### config.mk
export PLATFORM = sky130hd
export DESIGN_NAME = ppu_top
export DESIGN_NICKNAME = d
export VERILOG_FILES = /design/src/rtl/ppu_reg_pkg.sv /design/src/rtl/ppu_pipe_pkg.sv /design/src/rtl/ppu_regs.sv /design/src/rtl/ppu_line_timer.sv /design/src/rtl/ppu_bg_fetcher.sv /design/src/rtl/ppu_pixel_shifter.sv /design/src/rtl/ppu_top.sv
export VERILOG_INCLUDE_DIRS = /design/src /design/src/include
export SDC_FILE = /design/constraint.sdc
export NUM_CORES = 1
export LEC_CHECK = 0
export BUFFER_PORTS_ARGS = -buffer_cell sky130_fd_sc_hd__buf_2
export CAP_MARGIN = 25
export CORE_UTILIZATION = 50
export CTS_CLUSTER_SIZE = 30
export DETAILED_ROUTE_END_ITERATION = 8
export GPL_ROUTABILITY_DRIVEN = 0
export PLACE_DENSITY = 0.79
export SETUP_SLACK_MARGIN = 0.3
export SLEW_MARGIN = 30
export SYNTH_ARGS = -nofsm -noshare
export SYNTH_HDL_FRONTEND = slang
export SYNTH_SLANG_ARGS = --single-unit
### constraint.sdc
create_clock -name clk -period 3.2 [get_ports clk]
set_clock_uncertainty 0.05 [all_clocks]
set_input_delay 0.32 -clock clk [delete_from_list [all_inputs] [get_ports clk]]
set_output_delay 0.32 -clock clk [all_outputs]
set_load 0.05 [all_outputs]
### src/include/ppu_defines.svh
// register map, vram layout and line geometry constants for the background ppu, included by rtl
`ifndef PPU_DEFINES_SVH
`define PPU_DEFINES_SVH

// memory-mapped register addresses
`define PPU_REG_LCDC 16'hFF40
`define PPU_REG_STAT 16'hFF41
`define PPU_REG_SCY  16'hFF42
`define PPU_REG_SCX  16'hFF43
`define PPU_REG_LY   16'hFF44
`define PPU_REG_LYC  16'hFF45
`define PPU_REG_DMA  16'hFF46
`define PPU_REG_BGP  16'hFF47
`define PPU_REG_OBP0 16'hFF48
`define PPU_REG_OBP1 16'hFF49
`define PPU_REG_WY   16'hFF4A
`define PPU_REG_WX   16'hFF4B

// vram layout
`define PPU_MAP0_BASE          16'h9800
`define PPU_MAP1_BASE          16'h9C00
`define PPU_TILE_BASE_UNSIGNED 16'h8000
`define PPU_TILE_BASE_SIGNED   16'h9000

// line and frame geometry
`define PPU_SCAN_DOTS     80
`define PPU_LINE_DOTS     456
`define PPU_VISIBLE_LINES 144
`define PPU_LAST_LINE     153
`define PPU_SCREEN_WIDTH  160

`define PPU_VRAM_LATENCY 1 // cycles from read strobe to valid data

`endif

### src/rtl/ppu_reg_pkg.sv
// register-side types shared by the register block, line timer and fetcher
package ppu_reg_pkg;

    // lcdc bit layout, msb first
    typedef struct packed {
        logic enable;   // lcd on
        logic win_map;  // stored only
        logic win_en;   // stored only
        logic tile_sel; // 1 = unsigned tiles at 8000
        logic bg_map;   // 1 = map at 9c00
        logic obj_size; // stored only
        logic obj_en;   // stored only
        logic bg_en;    // 0 forces background pixels to 0
    } lcdc_t;

    // control bundle from the register block to the pipeline
    typedef struct packed {
        lcdc_t      lcdc;
        logic [7:0] scx;
        logic [7:0] scy;
    } ppu_ctrl_t;

endpackage

### src/rtl/ppu_pipe_pkg.sv
// pipeline types for modes, fetch states, line status and tile rows
package ppu_pipe_pkg;

    // encoding matches the stat mode bits
    typedef enum logic [1:0] {
        MODE_HBLANK = 2'd0,
        MODE_VBLANK = 2'd1,
        MODE_SCAN   = 2'd2,
        MODE_DRAW   = 2'd3
    } ppu_mode_t;

    typedef enum logic [2:0] {
        FETCH_IDLE,
        FETCH_MAP,
        FETCH_LO,
        FETCH_HI,
        FETCH_HOLD
    } fetch_state_t;

    typedef struct packed {
        ppu_mode_t  mode;
        logic [7:0] ly;
        logic       draw_start; // first cycle of draw
    } line_status_t;

    // one tile row, two bit planes
    typedef struct packed {
        logic [7:0] lo;
        logic [7:0] hi;
    } tile_row_t;

endpackage

### src/rtl/ppu_regs.sv
// ppu register block at ff40-ff4b: cpu access, stat assembly and interrupt levels
`include "ppu_defines.svh"

module ppu_regs
    import ppu_reg_pkg::*, ppu_pipe_pkg::*;
(
    input  logic         clk,
    input  logic         rst,
    input  logic [15:0]  addr,
    input  logic         wr,
    input  logic         rd,
    input  logic [7:0]   wdata,
    input  line_status_t status,
    output logic [7:0]   rdata,
    output ppu_ctrl_t    ctrl,
    output logic         irq_vblank,
    output logic         irq_stat
);

    lcdc_t      lcdc;
    logic [6:3] stat_en; // writable stat interrupt selects
    logic [7:0] scy;
    logic [7:0] scx;
    logic [7:0] lyc;
    logic [7:0] dma;
    logic [7:0] bgp;
    logic [7:0] obp0;
    logic [7:0] obp1;
    logic [7:0] wy;
    logic [7:0] wx;
    logic       coinc;

    assign coinc = (status.ly == lyc);

    always_ff @(posedge clk) begin
        if (rst) begin
            lcdc    <= '0;
            stat_en <= '0;
            scy     <= '0;
            scx     <= '0;
            lyc     <= '0;
            dma     <= '0;
            bgp     <= '0;
            obp0    <= '0;
            obp1    <= '0;
            wy      <= '0;
            wx      <= '0;
        end else if (wr) begin
            case (addr)
                `PPU_REG_LCDC: lcdc    <= lcdc_t'(wdata);
                `PPU_REG_STAT: stat_en <= wdata[6:3]; // low bits are status
                `PPU_REG_SCY:  scy     <= wdata;
                `PPU_REG_SCX:  scx     <= wdata;
                `PPU_REG_LYC:  lyc     <= wdata;
                `PPU_REG_DMA:  dma     <= wdata;
                `PPU_REG_BGP:  bgp     <= wdata;
                `PPU_REG_OBP0: obp0    <= wdata;
                `PPU_REG_OBP1: obp1    <= wdata;
                `PPU_REG_WY:   wy      <= wdata;
                `PPU_REG_WX:   wx      <= wdata;
                default: ; // ly and unmapped addresses ignore writes
            endcase
        end
    end

    always_comb begin
        rdata = 8'hFF;
        if (rd) begin
            case (addr)
                `PPU_REG_LCDC: rdata = lcdc;
                `PPU_REG_STAT: rdata = {1'b1, stat_en, coinc, status.mode};
                `PPU_REG_SCY:  rdata = scy;
                `PPU_REG_SCX:  rdata = scx;
                `PPU_REG_LY:   rdata = status.ly;
                `PPU_REG_LYC:  rdata = lyc;
                `PPU_REG_DMA:  rdata = dma;
                `PPU_REG_BGP:  rdata = bgp;
                `PPU_REG_OBP0: rdata = obp0;
                `PPU_REG_OBP1: rdata = obp1;
                `PPU_REG_WY:   rdata = wy;
                `PPU_REG_WX:   rdata = wx;
                default:       rdata = 8'hFF;
            endcase
        end
    end

    assign ctrl = '{lcdc: lcdc, scx: scx, scy: scy};

    assign irq_vblank = (status.mode == MODE_VBLANK);
    assign irq_stat   = (stat_en[6] && coinc)
                      | (stat_en[3] && status.mode == MODE_HBLANK)
                      | (stat_en[4] && status.mode == MODE_VBLANK)
                      | (stat_en[5] && status.mode == MODE_SCAN);

endmodule

### src/rtl/ppu_line_timer.sv
// dot and line counter that sequences scan, draw, h-blank and v-blank modes
`include "ppu_defines.svh"

module ppu_line_timer
    import ppu_reg_pkg::*, ppu_pipe_pkg::*;
(
    input  logic         clk,
    input  logic         rst,
    input  ppu_ctrl_t    ctrl,
    input  logic         line_done,
    output line_status_t status,
    output ppu_mode_t    mode
);

    logic [8:0] dot;
    logic       running; // first enabled cycle loads line 0 dot 0
    logic       line_end;
    logic [7:0] ly_next;

    assign line_end = (dot == 9'(`PPU_LINE_DOTS - 1));
    assign ly_next  = (status.ly == 8'(`PPU_LAST_LINE)) ? 8'd0 : status.ly + 8'd1;
    assign mode     = status.mode;

    always_ff @(posedge clk) begin
        if (rst || !ctrl.lcdc.enable) begin
            running           <= 1'b0;
            dot               <= '0;
            status.ly         <= '0;
            status.mode       <= MODE_HBLANK; // lcd off
            status.draw_start <= 1'b0;
        end else if (!running) begin
            running           <= 1'b1;
            dot               <= '0;
            status.ly         <= '0;
            status.mode       <= MODE_SCAN;
            status.draw_start <= 1'b0;
        end else begin
            status.draw_start <= 1'b0;
            if (line_end) begin
                dot       <= '0;
                status.ly <= ly_next;
                status.mode <= (ly_next >= 8'(`PPU_VISIBLE_LINES)) ? MODE_VBLANK : MODE_SCAN;
            end else begin
                dot <= dot + 9'd1;
                case (status.mode)
                    MODE_SCAN: begin
                        if (dot == 9'(`PPU_SCAN_DOTS - 1)) begin
                            status.mode       <= MODE_DRAW;
                            status.draw_start <= 1'b1;
                        end
                    end
                    MODE_DRAW: begin
                        if (line_done) begin
                            status.mode <= MODE_HBLANK; // rest of the line idles
                        end
                    end
                    default: ; // blanking holds until line end
                endcase
            end
        end
    end

endmodule

### src/rtl/ppu_bg_fetcher.sv
// background fetcher: reads map byte and both tile planes from vram into tile rows
`include "ppu_defines.svh"

module ppu_bg_fetcher
    import ppu_reg_pkg::*, ppu_pipe_pkg::*;
(
    input  logic         clk,
    input  logic         rst,
    input  ppu_ctrl_t    ctrl,
    input  line_status_t status,
    input  logic [7:0]   vram_data,
    input  logic         row_take,
    output logic         vram_rd,
    output logic [15:0]  vram_addr,
    output tile_row_t    row,
    output logic         row_ready
);

    fetch_state_t state;
    logic [1:0]   phase;      // cycles since the last strobe
    logic [4:0]   col;
    logic [4:0]   col_sel;
    logic [7:0]   tile_num;
    logic [7:0]   bg_y;
    logic [15:0]  map_base;
    logic [15:0]  map_addr;
    logic [15:0]  tile_addr;
    logic [15:0]  lo_addr;
    logic         in_draw;
    logic         data_phase;
    logic         issue_phase;
    logic         start_tile;

    assign in_draw     = (status.mode == MODE_DRAW);
    assign data_phase  = (phase == 2'(`PPU_VRAM_LATENCY - 1));
    assign issue_phase = (phase == 2'(`PPU_VRAM_LATENCY));
    assign start_tile  = (state == FETCH_HOLD) && row_take;

    assign bg_y    = status.ly + ctrl.scy; // wraps mod 256
    assign col_sel = status.draw_start ? ctrl.scx[7:3] :
                     start_tile        ? col + 5'd1    : col;

    assign map_base  = ctrl.lcdc.bg_map ? `PPU_MAP1_BASE : `PPU_MAP0_BASE;
    assign map_addr  = map_base + {6'd0, bg_y[7:3], col_sel};
    assign tile_addr = ctrl.lcdc.tile_sel ?
                       `PPU_TILE_BASE_UNSIGNED + {4'd0, tile_num, 4'd0} :
                       `PPU_TILE_BASE_SIGNED + {{4{tile_num[7]}}, tile_num, 4'd0};
    assign lo_addr   = tile_addr + {12'd0, bg_y[2:0], 1'b0};

    // the map read goes out on the same cycle as draw_start or the take
    always_comb begin
        vram_rd   = 1'b0;
        vram_addr = map_addr;
        if (in_draw) begin
            if (status.draw_start || start_tile) begin
                vram_rd = 1'b1;
            end else if (state == FETCH_MAP && issue_phase) begin
                vram_rd   = 1'b1;
                vram_addr = lo_addr;
            end else if (state == FETCH_LO && issue_phase) begin
                vram_rd   = 1'b1;
                vram_addr = lo_addr + 16'd1; // high plane
            end
        end
    end

    always_ff @(posedge clk) begin
        if (rst || !in_draw) begin
            state     <= FETCH_IDLE;
            phase     <= '0;
            col       <= '0;
            row_ready <= 1'b0;
        end else begin
            col <= col_sel;
            if (status.draw_start) begin
                state     <= FETCH_MAP;
                phase     <= '0;
                row_ready <= 1'b0;
            end else begin
                case (state)
                    FETCH_MAP, FETCH_LO: begin
                        if (issue_phase) begin
                            state <= (state == FETCH_MAP) ? FETCH_LO : FETCH_HI;
                            phase <= '0;
                        end else begin
                            phase <= phase + 2'd1;
                        end
                    end
                    FETCH_HI: begin
                        if (data_phase) begin
                            state     <= FETCH_HOLD;
                            row_ready <= 1'b1;
                        end else begin
                            phase <= phase + 2'd1;
                        end
                    end
                    FETCH_HOLD: begin
                        if (row_take) begin
                            state     <= FETCH_MAP; // next map read already issued
                            phase     <= '0;
                            row_ready <= 1'b0;
                        end
                    end
                    default: ; // idle until draw_start
                endcase
            end
        end
    end

    // capture returned bytes
    always_ff @(posedge clk) begin
        if (in_draw && data_phase) begin
            case (state)
                FETCH_MAP: tile_num <= vram_data;
                FETCH_LO:  row.lo   <= ctrl.lcdc.bg_en ? vram_data : 8'd0;
                FETCH_HI:  row.hi   <= ctrl.lcdc.bg_en ? vram_data : 8'd0;
                default: ;
            endcase
        end
    end

endmodule

### src/rtl/ppu_pixel_shifter.sv
// two-plane pixel shifter with fine-scroll discard and 160-pixel line count
`include "ppu_defines.svh"

module ppu_pixel_shifter
    import ppu_pipe_pkg::*;
(
    input  logic         clk,
    input  logic         rst,
    input  line_status_t status,
    input  logic [7:0]   scx,
    input  tile_row_t    row,
    input  logic         row_ready,
    output logic         row_take,
    output logic [1:0]   px,
    output logic         px_valid,
    output logic         line_done
);

    tile_row_t  shift_row;
    logic       active;    // line in progress
    logic [3:0] bits_left;
    logic [2:0] discard;   // fine scroll pixels still to drop
    logic [7:0] px_count;
    logic       shifting;
    logic       last_px;

    assign row_take = active && (bits_left == 4'd0) && row_ready;
    assign shifting = active && (bits_left != 4'd0);
    assign last_px  = (px_count == 8'(`PPU_SCREEN_WIDTH - 1));

    always_ff @(posedge clk) begin
        if (rst || status.mode != MODE_DRAW) begin
            active    <= 1'b0;
            bits_left <= '0;
            discard   <= '0;
            px_count  <= '0;
            px_valid  <= 1'b0;
            line_done <= 1'b0;
        end else if (status.draw_start) begin
            active    <= 1'b1;
            bits_left <= '0;
            discard   <= scx[2:0];
            px_count  <= '0;
            px_valid  <= 1'b0;
            line_done <= 1'b0;
        end else begin
            px_valid  <= 1'b0;
            line_done <= 1'b0;
            if (row_take) begin
                bits_left <= 4'd8;
            end else if (shifting) begin
                bits_left <= bits_left - 4'd1;
                if (discard != 3'd0) begin
                    discard <= discard - 3'd1; // dropped pixel
                end else begin
                    px_valid <= 1'b1;
                    px_count <= px_count + 8'd1;
                    if (last_px) begin
                        line_done <= 1'b1;
                        active    <= 1'b0; // idle until next draw_start
                    end
                end
            end
        end
    end

    // msb first, high plane bit on top
    always_ff @(posedge clk) begin
        if (row_take) begin
            shift_row <= row;
        end else if (shifting) begin
            shift_row.lo <= {shift_row.lo[6:0], 1'b0};
            shift_row.hi <= {shift_row.hi[6:0], 1'b0};
        end
        if (shifting) begin
            px <= {shift_row.hi[7], shift_row.lo[7]};
        end
    end

endmodule

### src/rtl/ppu_top.sv
// top level of the background ppu, connects registers, timer, fetcher and shifter
module ppu_top
    import ppu_reg_pkg::*, ppu_pipe_pkg::*;
(
    input  logic        clk,
    input  logic        rst,
    input  logic [15:0] addr,
    input  logic        wr,
    input  logic        rd,
    input  logic [7:0]  wdata,
    output logic [7:0]  rdata,
    output logic        vram_rd,
    output logic [15:0] vram_addr,
    input  logic [7:0]  vram_data,
    output logic        irq_vblank,
    output logic        irq_stat,
    output ppu_mode_t   mode,
    output logic [1:0]  px,
    output logic        px_valid
);

    ppu_ctrl_t    ctrl;
    line_status_t status;
    tile_row_t    row;
    logic         row_ready;
    logic         row_take;
    logic         line_done;

    ppu_regs regs0 (
        .clk        (clk),
        .rst        (rst),
        .addr       (addr),
        .wr         (wr),
        .rd         (rd),
        .wdata      (wdata),
        .status     (status),
        .rdata      (rdata),
        .ctrl       (ctrl),
        .irq_vblank (irq_vblank),
        .irq_stat   (irq_stat)
    );

    ppu_line_timer timer0 (
        .clk       (clk),
        .rst       (rst),
        .ctrl      (ctrl),
        .line_done (line_done),
        .status    (status),
        .mode      (mode)
    );

    ppu_bg_fetcher fetch0 (
        .clk       (clk),
        .rst       (rst),
        .ctrl      (ctrl),
        .status    (status),
        .vram_data (vram_data),
        .row_take  (row_take),
        .vram_rd   (vram_rd),
        .vram_addr (vram_addr),
        .row       (row),
        .row_ready (row_ready)
    );

    ppu_pixel_shifter shift0 (
        .clk       (clk),
        .rst       (rst),
        .status    (status),
        .scx       (ctrl.scx),
        .row       (row),
        .row_ready (row_ready),
        .row_take  (row_take),
        .px        (px),
        .px_valid  (px_valid),
        .line_done (line_done)
    );

endmodule

# Yosys cells after proc, flatten, opt, wreduce, memory -nomap -nowiden
# Cells that the tools add are included.
# classes
addsub	13
mul	0
div	0
magnitude_cmp	1
eq_ne	40
n_shift	0
n_mux	55
bitwise	8
reduce_logical	62
# op_table
op	count
$eq 16x16->1 const B	12
$mux 16	7
$pmux 8 s12	1
$mux 8	4
$reduce_and 2->1	14
$mux 11	2
$mux 3	7
$mux 1	19
$reduce_and 3->1	6
$add 16x1->16 const B	1
$add 16x10->16	1
$add 16x12->16 const A	1
$add 16x16->16 const A	1
$add 16x4->16	1
$add 8x1->8 const B	2
$eq 8x8->1 const B	2
$mux 2	7
$ne 3x2->1 const B	4
$reduce_and 4->1	3
$logic_and 1x1->1	11
$mux 5	2
$reduce_bool 2->1	5
$add 9x1->9 const B	1
$eq 9x7->1 const B	1
other kinds (35)	64
# word_totals
reg_bits	176
latchBits	0
ramBits	0
romBits	0
in_bits	36
out_inout_bits	32
elab_cells	221
mem_count	0

# Longest topological paths before layout
# logic_depth
depth_word	11
depth_mapped	9
mapped_depth_nobuf	8

# Modules after synthesis
# A second synthesis with hierarchy kept.
# hier_totals
cells_unflattened	998
hier_area_um2	8907.3
# modules_own_cells
mod	n_inst	cells_per_inst	area_each_um2	seq_area_each_um2
ppu_regs	1	515	4262.8	1681.6
ppu_bg_fetcher	1	190	1934.4	940.9
ppu_pixel_shifter	1	167	1634.1	900.9
ppu_line_timer	1	126	1076.0	420.4

# Worst setup path after synthesis
# OpenSTA, ideal clock, no wires.
# synth_path
path_type	register to output
start	register, netlist name timer0.status[1]
end	output vram_addr[8]
arrival_ns	2.777
t_required_ns	2.830
slack_ns	0.053
path_stages_with_launch	9
path_cell_list	dfxtp_1 ha_1 inv_1 fa_1 nor2b_1 o31a_1 o21ai_0 nor3b_1 o31ai_1
# synth_between
elab_chain_cells	7
elab_cells_between_ends	8
cone_classes	add/sub (4); mux (4)
# synth_rtl
element	line	text
$add 8x8->8 (*)	ppu_bg_fetcher.sv:39	assign bg_y = status.ly + ctrl.scy;
$add 16x4->16	ppu_bg_fetcher.sv:48	assign lo_addr = tile_addr + {12'd0, bg_y[2:0], 1'b0};
$add 16x1->16	ppu_bg_fetcher.sv:62	vram_addr = lo_addr + 16'd1;
$mux 16	ppu_bg_fetcher.sv:60	end else if (state == FETCH_LO && issue_phase) begin
$mux 16	ppu_bg_fetcher.sv:57	end else if (state == FETCH_MAP && issue_phase) begin
$mux 16	ppu_bg_fetcher.sv:55	if (status.draw_start || start_tile) begin
$mux 16 (*)	ppu_bg_fetcher.sv:54	if (in_draw) begin
end: declaration	ppu_top.sv:13	output logic [15:0] vram_addr,
# Mark *: on every way between the ends. The rest lies on a longest branch, timed or not.

# Worst setup path in the final report
# layout_path
start	register shift0.bits_left[1]
end	output vram_addr[3]
# layout_between
elab_chain_cells	11
elab_cells_between_ends	12
cone_classes	add/sub (1); mux (6); reduce/logical (5)
# layout_rtl
element	line	text
start: declaration	ppu_pixel_shifter.sv:21	logic [3:0] bits_left;
start signal: assignment	ppu_pixel_shifter.sv:52	bits_left <= bits_left - 4'd1;
$logic_not 4->1 (*)	ppu_pixel_shifter.sv:27	assign row_take = active && (bits_left == 4'd0) && row_ready;
$logic_and 1x1->1 (*) (2 in a row)	ppu_pixel_shifter.sv:27	
$logic_and 1x1->1 (*)	ppu_bg_fetcher.sv:37	assign start_tile = (state == FETCH_HOLD) && row_take;
$mux 5	ppu_bg_fetcher.sv:41	start_tile ? col + 5'd1 : col;
$mux 5	ppu_bg_fetcher.sv:40	assign col_sel = status.draw_start ? ctrl.scx[7:3] :
$add 16x10->16	ppu_bg_fetcher.sv:44	assign map_addr = map_base + {6'd0, bg_y[7:3], col_sel};
$mux 16	ppu_bg_fetcher.sv:60	
$mux 16	ppu_bg_fetcher.sv:57	
$mux 16	ppu_bg_fetcher.sv:55	
$mux 16 (*)	ppu_bg_fetcher.sv:54	
# Marks and branches as above.

==> out/qor.yml <==
hold_path_class: "input port to flop"
path_buf_inv: 2
critPathTopFamily: "simple AND/OR/NAND/NOR gates"
rsz0062_at_grt: "true"
hold_viol_final: 0
antenna_cells: 0
area_growth_pct: 14.3
vias: 7226
outcome: "finished, final reports clean"
cts-root-buf: "clkbuf_16"
critPathLaunchType: "flop"
fp.dieH_microns: 134
initial_core_util: 0.519
path_max_fanout: 4
p_int_w: 0.00332
port_buffers: 64
ys.flop_type: "dfxtp_1"
grt_remaining_overflow: 0
clkTransAtPathRegs_ps: 60
fp.dieW_microns: 134
via_per_inst: 6.03
drive_above_1_share: 0.187
core-area_sq_mm: 0.0168
worstSetupPathType: "flop to primary output"
drt_wl_total_microns: 22300
synth_top_area_cell: "dfxtp_1"
avgSynthCellArea_sq_um: 9.54
relSlewSlack: 0.469
dieArea_sq_mm: 0.0180
h-tree-depth: 4
synth_edf_count: 42
yosys_register_bits: 176
antenna_found_initial: 0
grt_pass1_vias: 6675
pwr-share-clk: 0.439
cap_violations: 0
fmax_mhz: 339
crit_chain: "inv_2, ha_4, or3b_4, or4_4, o31a_1, o31ai_2, o21ai_2, buf_6"
clk_path_buf_depth: 2
p_leak_nw: 3.59
power-per-cell-area_mw_per_mm2: 428
seqPwrFrac: 0.530
ys_seq_area_frac: 0.452
nNetsFinal: 1021
min_from: "vram_data[7]"
power_frac_comb: 0.031
yosys.area.top_type_share: 0.307
grt_max_degree: 63
dr.pass1.iters: 6
io_pins: 68
dp_hpwl_microns: 15300
yosysWarnings: 0
holdWs_ps: 36.5
drc_errors: 0
cts_tree: "yes"
critPathCaptureType: "primary output"
wl_per_cell_microns: 18.6
synthArstFlopShare: 0
worst_ir_drop_vdd_mv: 0.405
crit_path_start: "shift0.bits_left[1]"
cp_slowest_stage_delay_ps: 470
ant_nets: 0
arrival_ps: 2580
worst_pin_slew_ps: 791
gr-usage-all-layers: 0.254
min_period_ps: 2950
rr_startpoint: "shift0.bits_left[1]"
ctsHoldBuffers: 0
drv_slew: 0
p_sw_frac: 0.223
syn_area_sq_mm: 0.00872
cp.required_ps: 2830
drt_iter0_drc: 639
synth_area_leaders: "dfxtp_1 (31%), edfxtp_1 (14%), mux2i_1 (10%), nor2_1 (5.4%), nand2_1 (2.7%)"
cpMaxStageDelayCell: "or4_4"
setup-tns-final_ps: 0
netlist_instances: 915
post-route-period-util: 0.922
clk_latency_ps: 430
setup_viol_count_final: 0
grt_first_pass_wirelength_microns: 35200
clock_sinks: 176
placementRows: 47
cts_buffers: 17
switchingPower_w: 0.000951
place_area_sq_mm: 0.00920
design_area_sq_mm: 0.00998
synth_cell_types: 78
## cells in the final DEF, fill, tap and decap left out, types with 4 or more instances in the layout
| cell | count |
|---|---|
| clkbuf_16 | 17 |
| or3_1 | 4 |
| inv_1 | 22 |
| and3_1 | 8 |
| nand2_1 | 62 |
| buf_6 | 6 |
| a22o_1 | 10 |
| o21ai_0 | 25 |
| nor4_4 | 4 |
| xor2_1 | 9 |
| buf_2 | 58 |
| o211ai_1 | 5 |
| nor4_1 | 6 |
| edfxtp_1 | 42 |
| ha_1 | 17 |
| clkinv_2 | 5 |
| a22oi_1 | 7 |
| nor3_1 | 22 |
| nand2b_1 | 9 |
| mux2_2 | 19 |
| nand4_1 | 15 |
| a21oi_1 | 39 |
| a32oi_1 | 4 |
| buf_4 | 25 |
| nor2_1 | 124 |
| xnor2_1 | 25 |
| nor3b_1 | 5 |
| or4_1 | 4 |
| dfxtp_1 | 126 |
| nor2b_1 | 12 |
| and2_1 | 15 |
| mux2i_1 | 87 |
| nand3_1 | 25 |
| dfxtp_2 | 6 |
## final timing paths
check / end / slack [ps] / cells after the start
hold reg to reg: shift0.px[1] / 370 / 0
setup / recovery: vram_addr[3] / 250 / 8
hold / removal: fetch0.tile_num[7] / 40 / 1
setup reg to reg: fetch0.phase[0] / 820 / 9
## power groups by stage
stage	Clock [W]	Combinational [W]	Sequential, W
6_report	0.00187	0.000130	0.00226
3_3_place_gp	0	0.000125	0.00231
2_1_floorplan	0	0.0000745	0.00231
3_5_place_dp	0	0.000125	0.00231
4_1_cts	0.00190	0.000126	0.00226
5_1_grt	0.00200	0.000136	0.00226
## registers in the layout (all words and copies together), names as in the netlist, 3 cells and up
name              cells
fetch0.col            5
regs0.wx              8
fetch0.state          3
regs0.dma             8
timer0.dot            9
regs0.stat_en         4
regs0.scx             8
shift0.shift_row     16
fetch0.tile_num       8
regs0.bgp             8
regs0.scy             8
regs0.wy              8
shift0.px_count       8
regs0.obp1            8
timer0.status         9
shift0.discard        3
regs0.obp0            8
shift0.bits_left      4
regs0.lyc             8
regs0.ctrl            8
fetch0.row           16
## synthesized netlist by cell type, types with 10 or more instances
| master | instances |
|---|---|
| a21oi_1 | 39 |
| a22o_1 | 10 |
| and2_1 | 15 |
| clkbuf_1 | 41 |
| dfxtp_1 | 134 |
| edfxtp_1 | 42 |
| ha_1 | 18 |
| inv_1 | 23 |
| mux2_2 | 20 |
| mux2i_1 | 88 |
| nand2_1 | 62 |
| nand3_1 | 26 |
| nand4_1 | 15 |
| nor2_1 | 125 |
| nor2b_1 | 13 |
| nor3_1 | 22 |
| o21ai_0 | 26 |
| xnor2_1 | 25 |
## cells by family (layout without fill, tap and decap cells)
family / Yosys count / count (layout) / share of synthesized area
other: 2 / 3 / 0.000861
AOI/OAI and AO/OA: 150 / 150 / 0.118
xor gates and xnor gates: 34 / 34 / 0.0341
DFF: 176 / 176 / 0.452
muxes: 108 / 108 / 0.127
adders and majority gates: 19 / 19 / 0.0281
and+or+nand+nor: 344 / 344 / 0.199
buffers and inverters: 82 / 145 / 0.0409
## layout make-up
cell class | count | area, sq um
well taps | 220 | 275
fillers | 1456 | 6840
clock inverters | 11 | 66.3
multi-input cells | 658 | 4570
flip-flops and latches | 176 | 3960
clock buffers | 21 | 460
inverters | 23 | 86.3
repair buffers | 90 | 561
## worst reg2reg max path: cells and delay by family, from the launching register on
family | cells | cell delay [ps]
flip-flops | 1 | 330
AND/OR/NAND/NOR | 3 | 1150
AO/OA/AOI/OAI | 2 | 290
buffers and inverters | 3 | 350
adder cells (fa/ha/maj) | 1 | 120
## metrics by stage
stage | std cells | util | worst slack, ps | power, W
6_report | 1199 | 0.593 | 249 | 0.00427
5_1_grt | 1199 | 0.593 | 194 | 0.00440
4_1_cts | 1196 | 0.589 | 255 | 0.00429
3_5_place_dp | 1157 | 0.547 | 295 | 0.00244
3_3_place_gp | 1157 | 0.547 | 380 | 0.00244
2_1_floorplan | 916 | - | 308 | 0.00239
## timing repair
item,CTS,global route
pin swaps,7,1
gates resized for setup,40,8
setup buffers,7,3
setup endpoints to repair,9,9
## per-layer routing
layer	vias to the layer above	track usage	part of all wire
li1	3380	-	-
met1	3453	0.345	0.44
met2	338	0.405	0.46
met3	55	0.0529	0.079
met4	0	0.0818	0.020
met5	-	0	0
(Power assumes the default switching activity.)
